===== src/source/az_cfg.svh =====
////////////////////
// switch levels, mux codes, widths and register addresses of the auto-zero block
// included by the package and by every module that needs a width or a code
////////////////////

`ifndef AZ_CFG_SVH
`define AZ_CFG_SVH

// precharge switch, boot protects the signal, signal passes it to the az mux
`define AZ_SW_PC_BOOT      1'b0
`define AZ_SW_PC_SIGNAL    1'b1

// az mux code that selects the precharge output (the hi side)
`define AZ_AZMUX_PCOUT     4'b0001

// widths
`define AZ_MUX_W           4
`define AZ_ADC_W           24
`define AZ_CNT_W           24

// wishbone word addresses, 3 bit
`define AZ_REG_CTRL        3'd0
`define AZ_REG_PRECHARGE   3'd1
`define AZ_REG_LOMUX       3'd2
`define AZ_REG_STATUS      3'd3
`define AZ_REG_RESULT      3'd4
`define AZ_REG_HI          3'd5
`define AZ_REG_LO          3'd6
`define AZ_REG_COUNT       3'd7

`endif


===== src/source/az_pkg.sv =====
////////////////////
// shared types of the auto-zero block, referenced by scoped name
////////////////////

`default_nettype none

`include "az_cfg.svh"

package az_pkg;

  // one raw adc reading, two's complement
  typedef logic signed [`AZ_ADC_W-1:0] adc_sample_t;

  // hi minus lo needs one extra bit so it never wraps
  typedef logic signed [`AZ_ADC_W:0] az_result_t;

  ////////////////////
  // sequencer phases
  // reported in status bits 7:4, so keep the encoding stable
  typedef enum logic [3:0] {
    PARK      = 4'd0,
    START     = 4'd1,
    PC_BOOT   = 4'd2,
    PC_SETTLE = 4'd3,
    HI_SETTLE = 4'd4,
    HI_WAIT   = 4'd5,
    LO_BOOT   = 4'd6,
    LO_SETTLE = 4'd7,
    LO_WAIT   = 4'd8
  } az_phase_t;

endpackage

`default_nettype wire


===== src/source/az_wb_regs.sv =====
////////////////////
// wishbone classic register slave, holds the controls and reads back status and results
////////////////////

`timescale 1ns/100ps
`default_nettype none

`include "az_cfg.svh"

module az_wb_regs
(
  input  wire                       clk,
  input  wire                       rst_n,

  // wishbone classic slave
  input  wire                       wb_cyc,
  input  wire                       wb_stb,
  input  wire                       wb_we,
  input  wire [2:0]                 wb_adr,
  input  wire [31:0]                wb_dat_w,
  output logic [31:0]               wb_dat_r,
  output logic                      wb_ack,

  // status and results coming back
  input  wire az_pkg::az_phase_t    phase,
  input  wire                       hilo_status,
  input  wire                       ready,
  input  wire                       overrun,
  input  wire az_pkg::az_result_t   corrected,
  input  wire az_pkg::adc_sample_t  hi,
  input  wire az_pkg::adc_sample_t  lo,
  input  wire [`AZ_CNT_W-1:0]       count,

  // controls to the sequencer
  output logic                      arm,
  output logic [`AZ_CNT_W-1:0]      precharge_count,
  output logic [`AZ_MUX_W-1:0]      lo_mux,
  output logic                      result_read
);

  // precharge count out of reset, a few clocks only
  localparam logic [`AZ_CNT_W-1:0] PRECHARGE_RST = 4;

  logic        wb_req;
  logic [31:0] rd_data;

  // new cycle seen, ack not yet given
  assign wb_req = wb_cyc & wb_stb & ~wb_ack;

  ////////////////////
  // read mux
  always_comb
  begin
    rd_data = '0;
    case (wb_adr)
      `AZ_REG_CTRL:
        rd_data = {31'b0, arm};
      `AZ_REG_PRECHARGE:
        rd_data = {{(32-`AZ_CNT_W){1'b0}}, precharge_count};
      `AZ_REG_LOMUX:
        rd_data = {{(32-`AZ_MUX_W){1'b0}}, lo_mux};
      // bit 3 reserved, reads zero
      `AZ_REG_STATUS:
        rd_data = {24'b0, phase, 1'b0, hilo_status, overrun, ready};
      // corrected value sign-extended to the bus
      `AZ_REG_RESULT:
        rd_data = {{(31-`AZ_ADC_W){corrected[`AZ_ADC_W]}}, corrected};
      `AZ_REG_HI:
        rd_data = {{(32-`AZ_ADC_W){hi[`AZ_ADC_W-1]}}, hi};
      `AZ_REG_LO:
        rd_data = {{(32-`AZ_ADC_W){lo[`AZ_ADC_W-1]}}, lo};
      `AZ_REG_COUNT:
        rd_data = {{(32-`AZ_CNT_W){1'b0}}, count};
      default:
        rd_data = '0;
    endcase
  end

  ////////////////////
  // ack, strobe and control registers
  always_ff @(posedge clk or negedge rst_n)
  begin
    if (!rst_n)
    begin
      wb_ack          <= 1'b0;
      result_read     <= 1'b0;
      arm             <= 1'b0;
      precharge_count <= PRECHARGE_RST;
      lo_mux          <= '0;
    end
    else
    begin
      // single cycle ack, a held request never gets two
      wb_ack      <= wb_req;
      // reading RESULT hands the pair to the host
      result_read <= wb_req & ~wb_we & (wb_adr == `AZ_REG_RESULT);

      // write lands on the same edge that raises ack
      if (wb_req && wb_we)
      begin
        case (wb_adr)
          `AZ_REG_CTRL:      arm             <= wb_dat_w[0];
          `AZ_REG_PRECHARGE: precharge_count <= wb_dat_w[`AZ_CNT_W-1:0];
          `AZ_REG_LOMUX:     lo_mux          <= wb_dat_w[`AZ_MUX_W-1:0];
          // status and results ignore writes
          default:           ;
        endcase
      end
    end
  end

  // read data, only looked at while ack is high
  always_ff @(posedge clk)
  begin
    if (wb_req)
      wb_dat_r <= rd_data;
  end

endmodule

`default_nettype wire


===== src/source/az_sequencer.sv =====
////////////////////
// auto-zero sequencer, steps precharge switch and az mux and triggers the adc
// every timed phase lasts precharge_count + 1 clocks
////////////////////

`timescale 1ns/100ps
`default_nettype none

`include "az_cfg.svh"

module az_sequencer
(
  input  wire                     clk,
  input  wire                     rst_n,

  // level controls from the registers
  input  wire                     arm,
  input  wire [`AZ_CNT_W-1:0]     precharge_count,
  input  wire [`AZ_MUX_W-1:0]     lo_mux,

  // adc handshake
  input  wire                     adc_valid,
  output logic                    adc_trig,

  // to the result block
  output logic                    sample_take,
  output logic                    sample_hi,

  // analog switch controls
  output logic                    sw_pc,
  output logic [`AZ_MUX_W-1:0]    azmux,
  output logic                    led,

  output az_pkg::az_phase_t       phase,
  output logic [1:0]              monitor
);

  // phase timer, loaded on entry to every timed phase
  logic [`AZ_CNT_W-1:0] cnt;

  // registered arm plus its previous value, {old, new}
  logic [1:0]           arm_hist;

  logic                 waiting;

  // a valid counts only in a wait phase and after our own trigger cycle
  assign waiting     = (phase == az_pkg::HI_WAIT) || (phase == az_pkg::LO_WAIT);
  assign sample_take = waiting & ~adc_trig & adc_valid;
  assign sample_hi   = (phase == az_pkg::HI_WAIT);

  // scope pins
  assign monitor[0] = adc_trig;
  // high while the hi side is on the mux
  assign monitor[1] = (azmux == `AZ_AZMUX_PCOUT);

  always_ff @(posedge clk or negedge rst_n)
  begin
    if (!rst_n)
    begin
      phase    <= az_pkg::PARK;
      cnt      <= '0;
      arm_hist <= 2'b00;
      adc_trig <= 1'b0;
      sw_pc    <= `AZ_SW_PC_BOOT;
      azmux    <= '0;
      led      <= 1'b0;
    end
    else
    begin
      arm_hist <= {arm_hist[0], arm};

      case (phase)
        // idle, switches left where parking put them
        az_pkg::PARK:
          ;

        // one clock, then protect the signal with the precharge switch
        az_pkg::START:
        begin
          adc_trig <= 1'b0;
          sw_pc    <= `AZ_SW_PC_BOOT;
          cnt      <= precharge_count;
          phase    <= az_pkg::PC_BOOT;
        end

        ////////////////////
        // hi half
        az_pkg::PC_BOOT:
          if (cnt == '0)
          begin
            // az mux to the precharge output, signal still shielded
            azmux <= `AZ_AZMUX_PCOUT;
            led   <= 1'b1;
            cnt   <= precharge_count;
            phase <= az_pkg::PC_SETTLE;
          end
          else
            cnt <= cnt - 1'b1;

        az_pkg::PC_SETTLE:
          if (cnt == '0)
          begin
            // pc switch onto the signal, let sig/boot offset settle
            sw_pc <= `AZ_SW_PC_SIGNAL;
            cnt   <= precharge_count;
            phase <= az_pkg::HI_SETTLE;
          end
          else
            cnt <= cnt - 1'b1;

        az_pkg::HI_SETTLE:
          if (cnt == '0)
          begin
            // start the hi conversion
            adc_trig <= 1'b1;
            phase    <= az_pkg::HI_WAIT;
          end
          else
            cnt <= cnt - 1'b1;

        az_pkg::HI_WAIT:
        begin
          adc_trig <= 1'b0;
          if (sample_take)
          begin
            // back to boot before the mux leaves the signal
            sw_pc <= `AZ_SW_PC_BOOT;
            led   <= 1'b0;
            cnt   <= precharge_count;
            phase <= az_pkg::LO_BOOT;
          end
        end

        ////////////////////
        // lo half
        az_pkg::LO_BOOT:
          if (cnt == '0)
          begin
            azmux <= lo_mux;
            cnt   <= precharge_count;
            phase <= az_pkg::LO_SETTLE;
          end
          else
            cnt <= cnt - 1'b1;

        az_pkg::LO_SETTLE:
          if (cnt == '0)
          begin
            // start the lo conversion
            adc_trig <= 1'b1;
            phase    <= az_pkg::LO_WAIT;
          end
          else
            cnt <= cnt - 1'b1;

        az_pkg::LO_WAIT:
        begin
          adc_trig <= 1'b0;
          if (sample_take)
          begin
            // pc switch already at boot, go straight to the mux move
            azmux <= `AZ_AZMUX_PCOUT;
            led   <= 1'b1;
            cnt   <= precharge_count;
            phase <= az_pkg::PC_SETTLE;
          end
        end

        default:
          phase <= az_pkg::PARK;
      endcase

      // arm edges win over whatever the phase logic chose
      if (arm_hist == 2'b01)
        phase <= az_pkg::START;
      else if (arm_hist == 2'b10)
      begin
        // park with the signal shielded and no conversion outstanding
        phase    <= az_pkg::PARK;
        adc_trig <= 1'b0;
        sw_pc    <= `AZ_SW_PC_BOOT;
      end
    end
  end

endmodule

`default_nettype wire


===== src/source/az_result.sv =====
////////////////////
// pairs hi and lo readings into the corrected value and counts the pairs
////////////////////

`timescale 1ns/100ps
`default_nettype none

`include "az_cfg.svh"

module az_result
(
  input  wire                       clk,
  input  wire                       rst_n,

  // take strobe and side from the sequencer
  input  wire                       sample_take,
  input  wire                       sample_hi,
  input  wire az_pkg::adc_sample_t  adc_data,

  // host has read RESULT
  input  wire                       result_read,

  output az_pkg::adc_sample_t       hi,
  output az_pkg::adc_sample_t       lo,
  output az_pkg::az_result_t        corrected,
  output logic [`AZ_CNT_W-1:0]      count,
  output logic                      ready,
  output logic                      overrun,
  output logic                      hilo_status
);

  logic take_hi;
  logic take_lo;

  assign take_hi = sample_take & sample_hi;
  // a lo take completes a pair
  assign take_lo = sample_take & ~sample_hi;

  ////////////////////
  // readings and difference
  always_ff @(posedge clk)
  begin
    if (take_hi)
      hi <= adc_data;
    if (take_lo)
    begin
      lo <= adc_data;
      // sign-extend both by one bit before subtracting
      corrected <= {hi[`AZ_ADC_W-1], hi} - {adc_data[`AZ_ADC_W-1], adc_data};
    end
  end

  ////////////////////
  // flags and pair count
  always_ff @(posedge clk or negedge rst_n)
  begin
    if (!rst_n)
    begin
      count       <= '0;
      ready       <= 1'b0;
      overrun     <= 1'b0;
      hilo_status <= 1'b0;
    end
    else
    begin
      if (take_hi)
        hilo_status <= 1'b1;

      if (take_lo)
      begin
        hilo_status <= 1'b0;
        // wraps at full scale
        count       <= count + 1'b1;
        ready       <= 1'b1;
      end
      else if (result_read)
        ready <= 1'b0;

      // previous pair never read, unless it is being read right now
      if (result_read)
        overrun <= 1'b0;
      else if (take_lo && ready)
        overrun <= 1'b1;
    end
  end

endmodule

`default_nettype wire


===== src/source/az_acquisition_top.sv =====
////////////////////
// auto-zero acquisition top, wishbone registers, sequencer and result block
////////////////////

`timescale 1ns/100ps
`default_nettype none

`include "az_cfg.svh"

module az_acquisition_top
(
  input  wire                       clk,
  input  wire                       rst_n,

  // wishbone classic slave
  input  wire                       wb_cyc,
  input  wire                       wb_stb,
  input  wire                       wb_we,
  input  wire [2:0]                 wb_adr,
  input  wire [31:0]                wb_dat_w,
  output wire [31:0]                wb_dat_r,
  output wire                       wb_ack,

  // adc port
  output wire                       adc_trig,
  input  wire                       adc_valid,
  input  wire az_pkg::adc_sample_t  adc_data,

  // switches and indicators
  output wire                       sw_pc,
  output wire [`AZ_MUX_W-1:0]       azmux,
  output wire                       led,
  output wire [1:0]                 monitor
);

  // registers to sequencer
  logic                     arm;
  logic [`AZ_CNT_W-1:0]     precharge_count;
  logic [`AZ_MUX_W-1:0]     lo_mux;

  // sequencer to result block
  logic                     sample_take;
  logic                     sample_hi;
  az_pkg::az_phase_t        phase;

  // result block to registers
  az_pkg::adc_sample_t      hi;
  az_pkg::adc_sample_t      lo;
  az_pkg::az_result_t       corrected;
  logic [`AZ_CNT_W-1:0]     count;
  logic                     ready;
  logic                     overrun;
  logic                     hilo_status;
  logic                     result_read;

  az_wb_regs az_wb_regs_i (
    .clk             (clk),
    .rst_n           (rst_n),
    .wb_cyc          (wb_cyc),
    .wb_stb          (wb_stb),
    .wb_we           (wb_we),
    .wb_adr          (wb_adr),
    .wb_dat_w        (wb_dat_w),
    .wb_dat_r        (wb_dat_r),
    .wb_ack          (wb_ack),
    .phase           (phase),
    .hilo_status     (hilo_status),
    .ready           (ready),
    .overrun         (overrun),
    .corrected       (corrected),
    .hi              (hi),
    .lo              (lo),
    .count           (count),
    .arm             (arm),
    .precharge_count (precharge_count),
    .lo_mux          (lo_mux),
    .result_read     (result_read)
  );

  az_sequencer az_sequencer_i (
    .clk             (clk),
    .rst_n           (rst_n),
    .arm             (arm),
    .precharge_count (precharge_count),
    .lo_mux          (lo_mux),
    .adc_valid       (adc_valid),
    .adc_trig        (adc_trig),
    .sample_take     (sample_take),
    .sample_hi       (sample_hi),
    .sw_pc           (sw_pc),
    .azmux           (azmux),
    .led             (led),
    .phase           (phase),
    .monitor         (monitor)
  );

  az_result az_result_i (
    .clk             (clk),
    .rst_n           (rst_n),
    .sample_take     (sample_take),
    .sample_hi       (sample_hi),
    .adc_data        (adc_data),
    .result_read     (result_read),
    .hi              (hi),
    .lo              (lo),
    .corrected       (corrected),
    .count           (count),
    .ready           (ready),
    .overrun         (overrun),
    .hilo_status     (hilo_status)
  );

endmodule

`default_nettype wire


===== config.mk =====
export PLATFORM = sky130hd
export DESIGN_NAME = az_acquisition_top
export DESIGN_NICKNAME = d
export VERILOG_FILES = /design/src/source/az_pkg.sv /design/src/source/az_wb_regs.sv /design/src/source/az_sequencer.sv /design/src/source/az_result.sv /design/src/source/az_acquisition_top.sv
export VERILOG_INCLUDE_DIRS = /design/src /design/src/source
export SDC_FILE = /design/constraint.sdc
export NUM_CORES = 1
export LEC_CHECK = 0
export BUFFER_PORTS_ARGS = -buffer_cell sky130_fd_sc_hd__buf_2
export CORE_MARGIN = 3
export CORE_UTILIZATION = 48
export CTS_CLUSTER_DIAMETER = 50
export DETAILED_ROUTE_END_ITERATION = 7
export GPL_ROUTABILITY_DRIVEN = 0
export GPL_TIMING_DRIVEN = 0
export PLACE_DENSITY = 0.69
export SYNTH_ARGS = -nofsm -noshare
export SYNTH_HDL_FRONTEND = slang
export SYNTH_HIERARCHICAL = 1
export SYNTH_SLANG_ARGS = --single-unit

===== constraint.sdc =====
create_clock -name clk -period 3.6 [get_ports clk]
set_clock_uncertainty 0.2 [all_clocks]
set_input_delay 0.18 -clock clk [delete_from_list [all_inputs] [get_ports clk]]
set_output_delay 0.18 -clock clk [all_outputs]
set_load 0.03 [all_outputs]

Word-level counts from Yosys, hierarchy flattened

Cells that the tools add are included.
W data, S select, Z words.

Output and inout bits: 42
Word-level logic and storage cells: 128
Bits of input ports: 65
Flip-flop bits (word level): 200

Mux-type cells: 38
Reductions and logical operators: 23
Equality and inequality tests: 32
Bitwise gates (word level): 12
$add $sub $neg: 3

Operators with widths:

| kind                    | number |
|---|---|
| $pmux W32 S8            | 1 |
| $pmux W24 S4            | 1 |
| $mux W24                | 3 |
| $mux W4                 | 12 |
| $pmux W4 S9             | 1 |
| $sub A24 B24 Y25        | 1 |
| $add A24 B1 Y24 const B | 1 |
| $logic_not A24 Y1       | 1 |
| $sub A24 B1 Y24 const B | 1 |
| $ne A4 B1 Y1 const B    | 5 |
| $eq A4 B3 Y1 const B    | 4 |
| $mux W1                 | 16 |
| $eq A3 B3 Y1 const B    | 4 |
| $pmux W4 S3             | 1 |
| $ne A2 B1 Y1 const B    | 5 |
| $and A1 B1 Y1           | 8 |
| $eq A4 B1 Y1 const B    | 2 |
| $eq A4 B2 Y1 const B    | 2 |
| $ne A4 B3 Y1 const B    | 2 |
| $reduce_and A4 Y1       | 2 |
| $reduce_and A8 Y1       | 1 |
| $eq A3 B2 Y1 const B    | 2 |
| $pmux W1 S3             | 2 |
| $reduce_and A2 Y1       | 3 |
| other kinds (18)        | 27 |

Logic depth before layout (Yosys ltp)

Word-level depth: 8
Gate-level depth with buffers: 13

Cells and area by module

Netlist, hierarchy kept.

By module, submodules not included:

| module       | seq. area each (um2) | times used | cells an instance | area each (um2) |
|---|---|---|---|---|
| az_result    | 2867.8               | 1          | 368               | 4732.0 |
| az_wb_regs   | 1527.7               | 1          | 268               | 3291.9 |
| az_sequencer | 925.9                | 1          | 283               | 2521.2 |

Worst setup path before layout

Ideal clock, no wire load.

Path kind: register -> register
Start point: register az_sequencer_i.phase[0]
End point: register az_result_i.count[18]
Slack: 488 ps
Cell stages (with the launch flop): 14
Required time: 3277 ps
Period minus slack after synthesis: 3112 ps
Path buffers: 5
Arrival time: 2790 ps
Cell sequence: dfrtp_1 clkbuf_1 clkbuf_1 clkbuf_1 nand2_1 a21oi_1 and2b_1 buf_4 nand3_1 nor2_1 and2_1 buf_2 nand4_1 xnor2_1

Longest elaborated chain between the ends: 5
Elaborated cells between the ends (all ways): 7
Those cells by class: 2 x eq/ne; 4 x bitwise; 1 x reduce/logical

RTL lines:

| element                                      | line                     | RTL |
|---|---|---|
| start, declared                              | az_sequencer.sv:34       | `output az_pkg::az_phase_t phase,` |
| start signal, assigned                       | az_sequencer.sv:60       | `phase <= az_pkg::PARK;` |
| start signal, assigned                       | az_sequencer.sv:83       | `phase <= az_pkg::PC_BOOT;` |
| start signal, assigned                       | az_sequencer.sv:95       | `phase <= az_pkg::PC_SETTLE;` |
| $eq A4 B3 Y1 or $eq A4 B4 Y1 (tied branches) | az_sequencer.sv:47       | `assign waiting = (phase == az_pkg::HI_WAIT) \|\| (phase == az_pkg::LO_WAIT);` |
| $logic_or A1 B1 Y1 (*)                       | az_sequencer.sv:47       |  |
| $and A1 B1 Y1 (*) (2 in a row)               | az_sequencer.sv:48       | `assign sample_take = waiting & ~adc_trig & adc_valid;` |
| named net sample_take                        | az_acquisition_top.sv:42 | `logic sample_take;` |
| $and A1 B1 Y1 (*)                            | az_result.sv:37          | `assign take_lo = sample_take & ~sample_hi;` |
| named net az_result_i.take_lo                | az_result.sv:33          | `logic take_lo;` |
| end signal, assigned                         | az_result.sv:73          | `count <= count + 1'b1;` |
| end, declared                                | az_result.sv:26          | `` output logic [`AZ_CNT_W-1:0] count, `` |

Mark *: on every way through the listed nets, which the timed path passes. The rest lies on a longest branch.
A chain may end at the register's enable or synchronous reset.

Worst setup path after layout

Same ends and word-level chain as after synthesis.

==> summary.txt <==
Area of the mapped netlist: 10500 um^2
DRT Wirelength: 26.0 mm
P_int: 4.27 mW
Critical path arrival: 3500 ps
Count of final max-slew check failures: 0
Synth top area share: 27.9%
Initial antenna violation count: 0
Clock Pin Slew Worst Setup and Hold Paths: 70 ps
Die width: 154 um
Rows: 53
CTS H-tree depth: 4
DP Wirelength: 19.1 mm
Final setup vio count: 0
Seq cells post-synth: 193
Number of remaining DRC errors: 0
Worst relative slew slack: 19.6%
Post-Place Cell Area: 11400 um^2
Area grow syn2layout: 18.7%
Pwr Density: 512 nW/um^2
Final hold slack: 55.4 ps
Worst-skew pair later-pin latency: 440 ps
Hold Crit Depth: 3
Reg-to-Reg Start: az_sequencer_i/phase[0]
Clock Tree Buf Depth: 2
Synthesized Nets: 1013
Core area: 21300 um^2
Least-Margin Pin Slew: 1210 ps
Sequential-to-total area share from yosys stat: 50.5%
Die Y: 154 um
Clock sink total: 193
CP required: 3720 ps
Area leader, netlist: edfxtp_1
Clock power frac: 28.1%
Final Instance Area: 12500 um^2
Worst R2R End: az_result_i/count[18]
Min cycle time layout: 3380 ps
Initial DRC count: 601
Layout Utilization: 58.8%
TritonCTS clock tree: done
Leak pwr: 5.29 nW
Most used DFF post-synth: edfxtp_1
Worst Hold Path EP: az_wb_regs_i/arm
CP endpoint kind: flip-flop
Area contributors post-synth: edfxtp_1 28%, dfrtp_1 22%, mux2_2 5.1%
Synth warn: 6
Post-route clock period utilization: 93.9%
Max cap viols: 0
R2r worst-path depth: 13
GRT overflow: 0
Largest net degree at the start of global routing: 59
Post-synth cell types: 93
P_sw: 2.14 mW
Total track usage: 21.9%
Via Count: 7734
Clock root buffer: clkbuf_16
Port Buf Inserts: 96
Share of power burned in registers: 44.3%
Post-synth EDFFs: 98
Crit Path Class: reg -> reg
Maximum vdd drop: 0.352 mV
Synth async-reset ratio: 49.2%
First-pass GRT wire length: 41.1 mm
Combinational power share: 27.6%
Hold Fails Final Rpt: 0
Worst-path maximum fanout: 58
WL per Instance: 18.9 um
IO Pins: 107
Hold_sp: wb_adr[0]
Routed vias/inst: 5.62
Sw frac: 33.4%
Total inserted antenna cells: 0
Initial core utilization: 49.5%
Vias in the first global route: 7568
Final ANT Viol Nets: 0
Pre-Repair DR Iteration Count: 5
Synthesized area per cell: 11.5 um^2
Worst R2R Setup Slack: 220 ps
Layout cells sized above 1: 24.3%
Setup TNS: 0 ps
Number of buffers created by CTS: 17
Min-delay worst type: in -> reg
Die area: 23800 um^2
Mapped Cells: 919
Nets: 1183
Status: finished clean
F_max: 0.296 GHz
Worst Setup Start Kind: flip-flop
-- metal layers --
metal	global-route usage [%]	wire length, um	up-vias
li1	-	-	3726
met1	31.2	11900	3750
met2	35.3	12300	230
met3	3.41	1390	28
met4	5.59	382	0
met5	0	0	-
-- worst max-delay path: stages (launching register included) --
cell,delay (ps)
dfrtp_1,390
clkbuf_1,280
clkbuf_2,280
clkbuf_2,250
nand2_1,110
a21oi_2,260
and2b_1,220
buf_12,290
nand3_1,170
nor2_1,180
and2_1,140
buf_2,180
nand4_1,130
xnor2_1,140
-- sequential cells by signal, indices dropped and copies added (netlist names), 4 cells and up --
signal,count
az_result_i/count,24
az_result_i/corrected,25
az_result_i/hi,24
az_sequencer_i/cnt,24
az_wb_regs_i/lo_mux,4
az_wb_regs_i/wb_dat_r,25
az_wb_regs_i/precharge_count,24
az_sequencer_i/azmux,4
az_sequencer_i/phase,4
az_result_i/lo,24
-- logic make-up after synthesis --
group	after synthesis	share of synthesized area, %
xor+xnor	45	3.74
buf+inv	99	4.70
compound gates	201	13.4
flops	193	50.5
mux	102	11.4
fa+ha+maj	29	3.51
simple gates	250	12.8
-- layout by cell type, fill, tap and decap left out, drive strengths merged, types with 6 or more instances in the layout --
cell type and n:
a211oi 9, and3 9, o21ai 41, a221oi 11, mux2i 32, clkbuf 35, and2 7, nor3 25
edfxtp 98, a21o 10, buf 133, nor2b 11, o211ai 6, a21oi 52, xor2 15, nand3 22
dlygate4sd3 54, nand2 66, o2bb2ai 13, mux2 68, nand4 9, nor4 10, nor2 53, inv 53
ha 28, a31oi 11, nand2b 13, xnor2 30, dfrtp 94, or3 7
-- power groups by stage --
stage	logic, mW	clock network (mW)	registers (mW)
2_1_floorplan	1.28	0	2.82
3_3_place_gp	1.67	0	2.87
3_5_place_dp	1.71	0	2.87
4_1_cts	1.76	1.83	2.84
5_1_grt	1.94	1.92	2.87
6_report	1.77	1.80	2.84
-- cell type report --
type                            count  area [um^2]
Timing Repair Buffer              152         1070
Tap cell                          275          344
Fill cell                        1781         8770
Clock inverter                     14          123
Buffer                             53          338
Sequential cell                   193         5320
Inverter                           45          169
Clock buffer                       17          425
Multi-Input combinational cell    627         4730
-- repair_timing --
item	4_1_cts	5_1_grt
gates cloned	0	0
endpoints found under the setup margin	7	30
hold endpoints to repair	134	0
resized for setup	4	3
setup buffers	0	0
hold buffers	54	0
-- metrics by stage --
stage / worst slack [ps] / std cells / total power, mW
after detailed placement: -403 / 1292 / 4.58
after global placement: -392 / 1290 / 4.54
final: 220 / 1376 / 6.41
after global routing: -2.94 / 1376 / 6.73
after CTS: 32.5 / 1377 / 6.43
after floorplan: 488 / 919 / 4.10
-- cells in the mapped netlist (4+ instances only) --
cell	n
a221oi_1	10
a21o_1	10
o21ai_0	38
mux2_2	48
a21oi_2	4
nand2b_1	12
o2bb2ai_1	13
nor2_1	52
nand2_1	65
and2_1	6
and3_1	7
inv_1	43
buf_4	10
xor2_1	15
buf_1	6
edfxtp_1	98
o31ai_1	5
nand3_1	21
a211oi_1	7
nand4_1	9
o21a_1	4
buf_2	12
nor3_1	24
a21oi_1	48
or3_1	5
clkbuf_1	18
dfrtp_1	94
buf_6	5
nor4_1	7
o221ai_1	5
nor2b_1	10
mux2_4	20
mux2i_1	32
a31oi_1	11
ha_1	28
xnor2_1	30
o211ai_1	6
-- worst max path at each step --
stage | cells past startpoint | start | to
5_1_grt | 13 | az_sequencer_i/phase[0] | az_result_i/count[18]
6_report | 13 | az_sequencer_i/phase[0] | az_result_i/count[18]
4_1_cts | 13 | az_sequencer_i/phase[0] | az_result_i/count[18]
3_3_place_gp | 13 | az_sequencer_i/phase[0] | az_result_i/count[18]
2_1_floorplan | 13 | az_sequencer_i/phase[0] | az_result_i/count[18]
3_5_place_dp | 13 | az_sequencer_i/phase[0] | az_result_i/count[18]
Power figures use the tool's default switching activity.
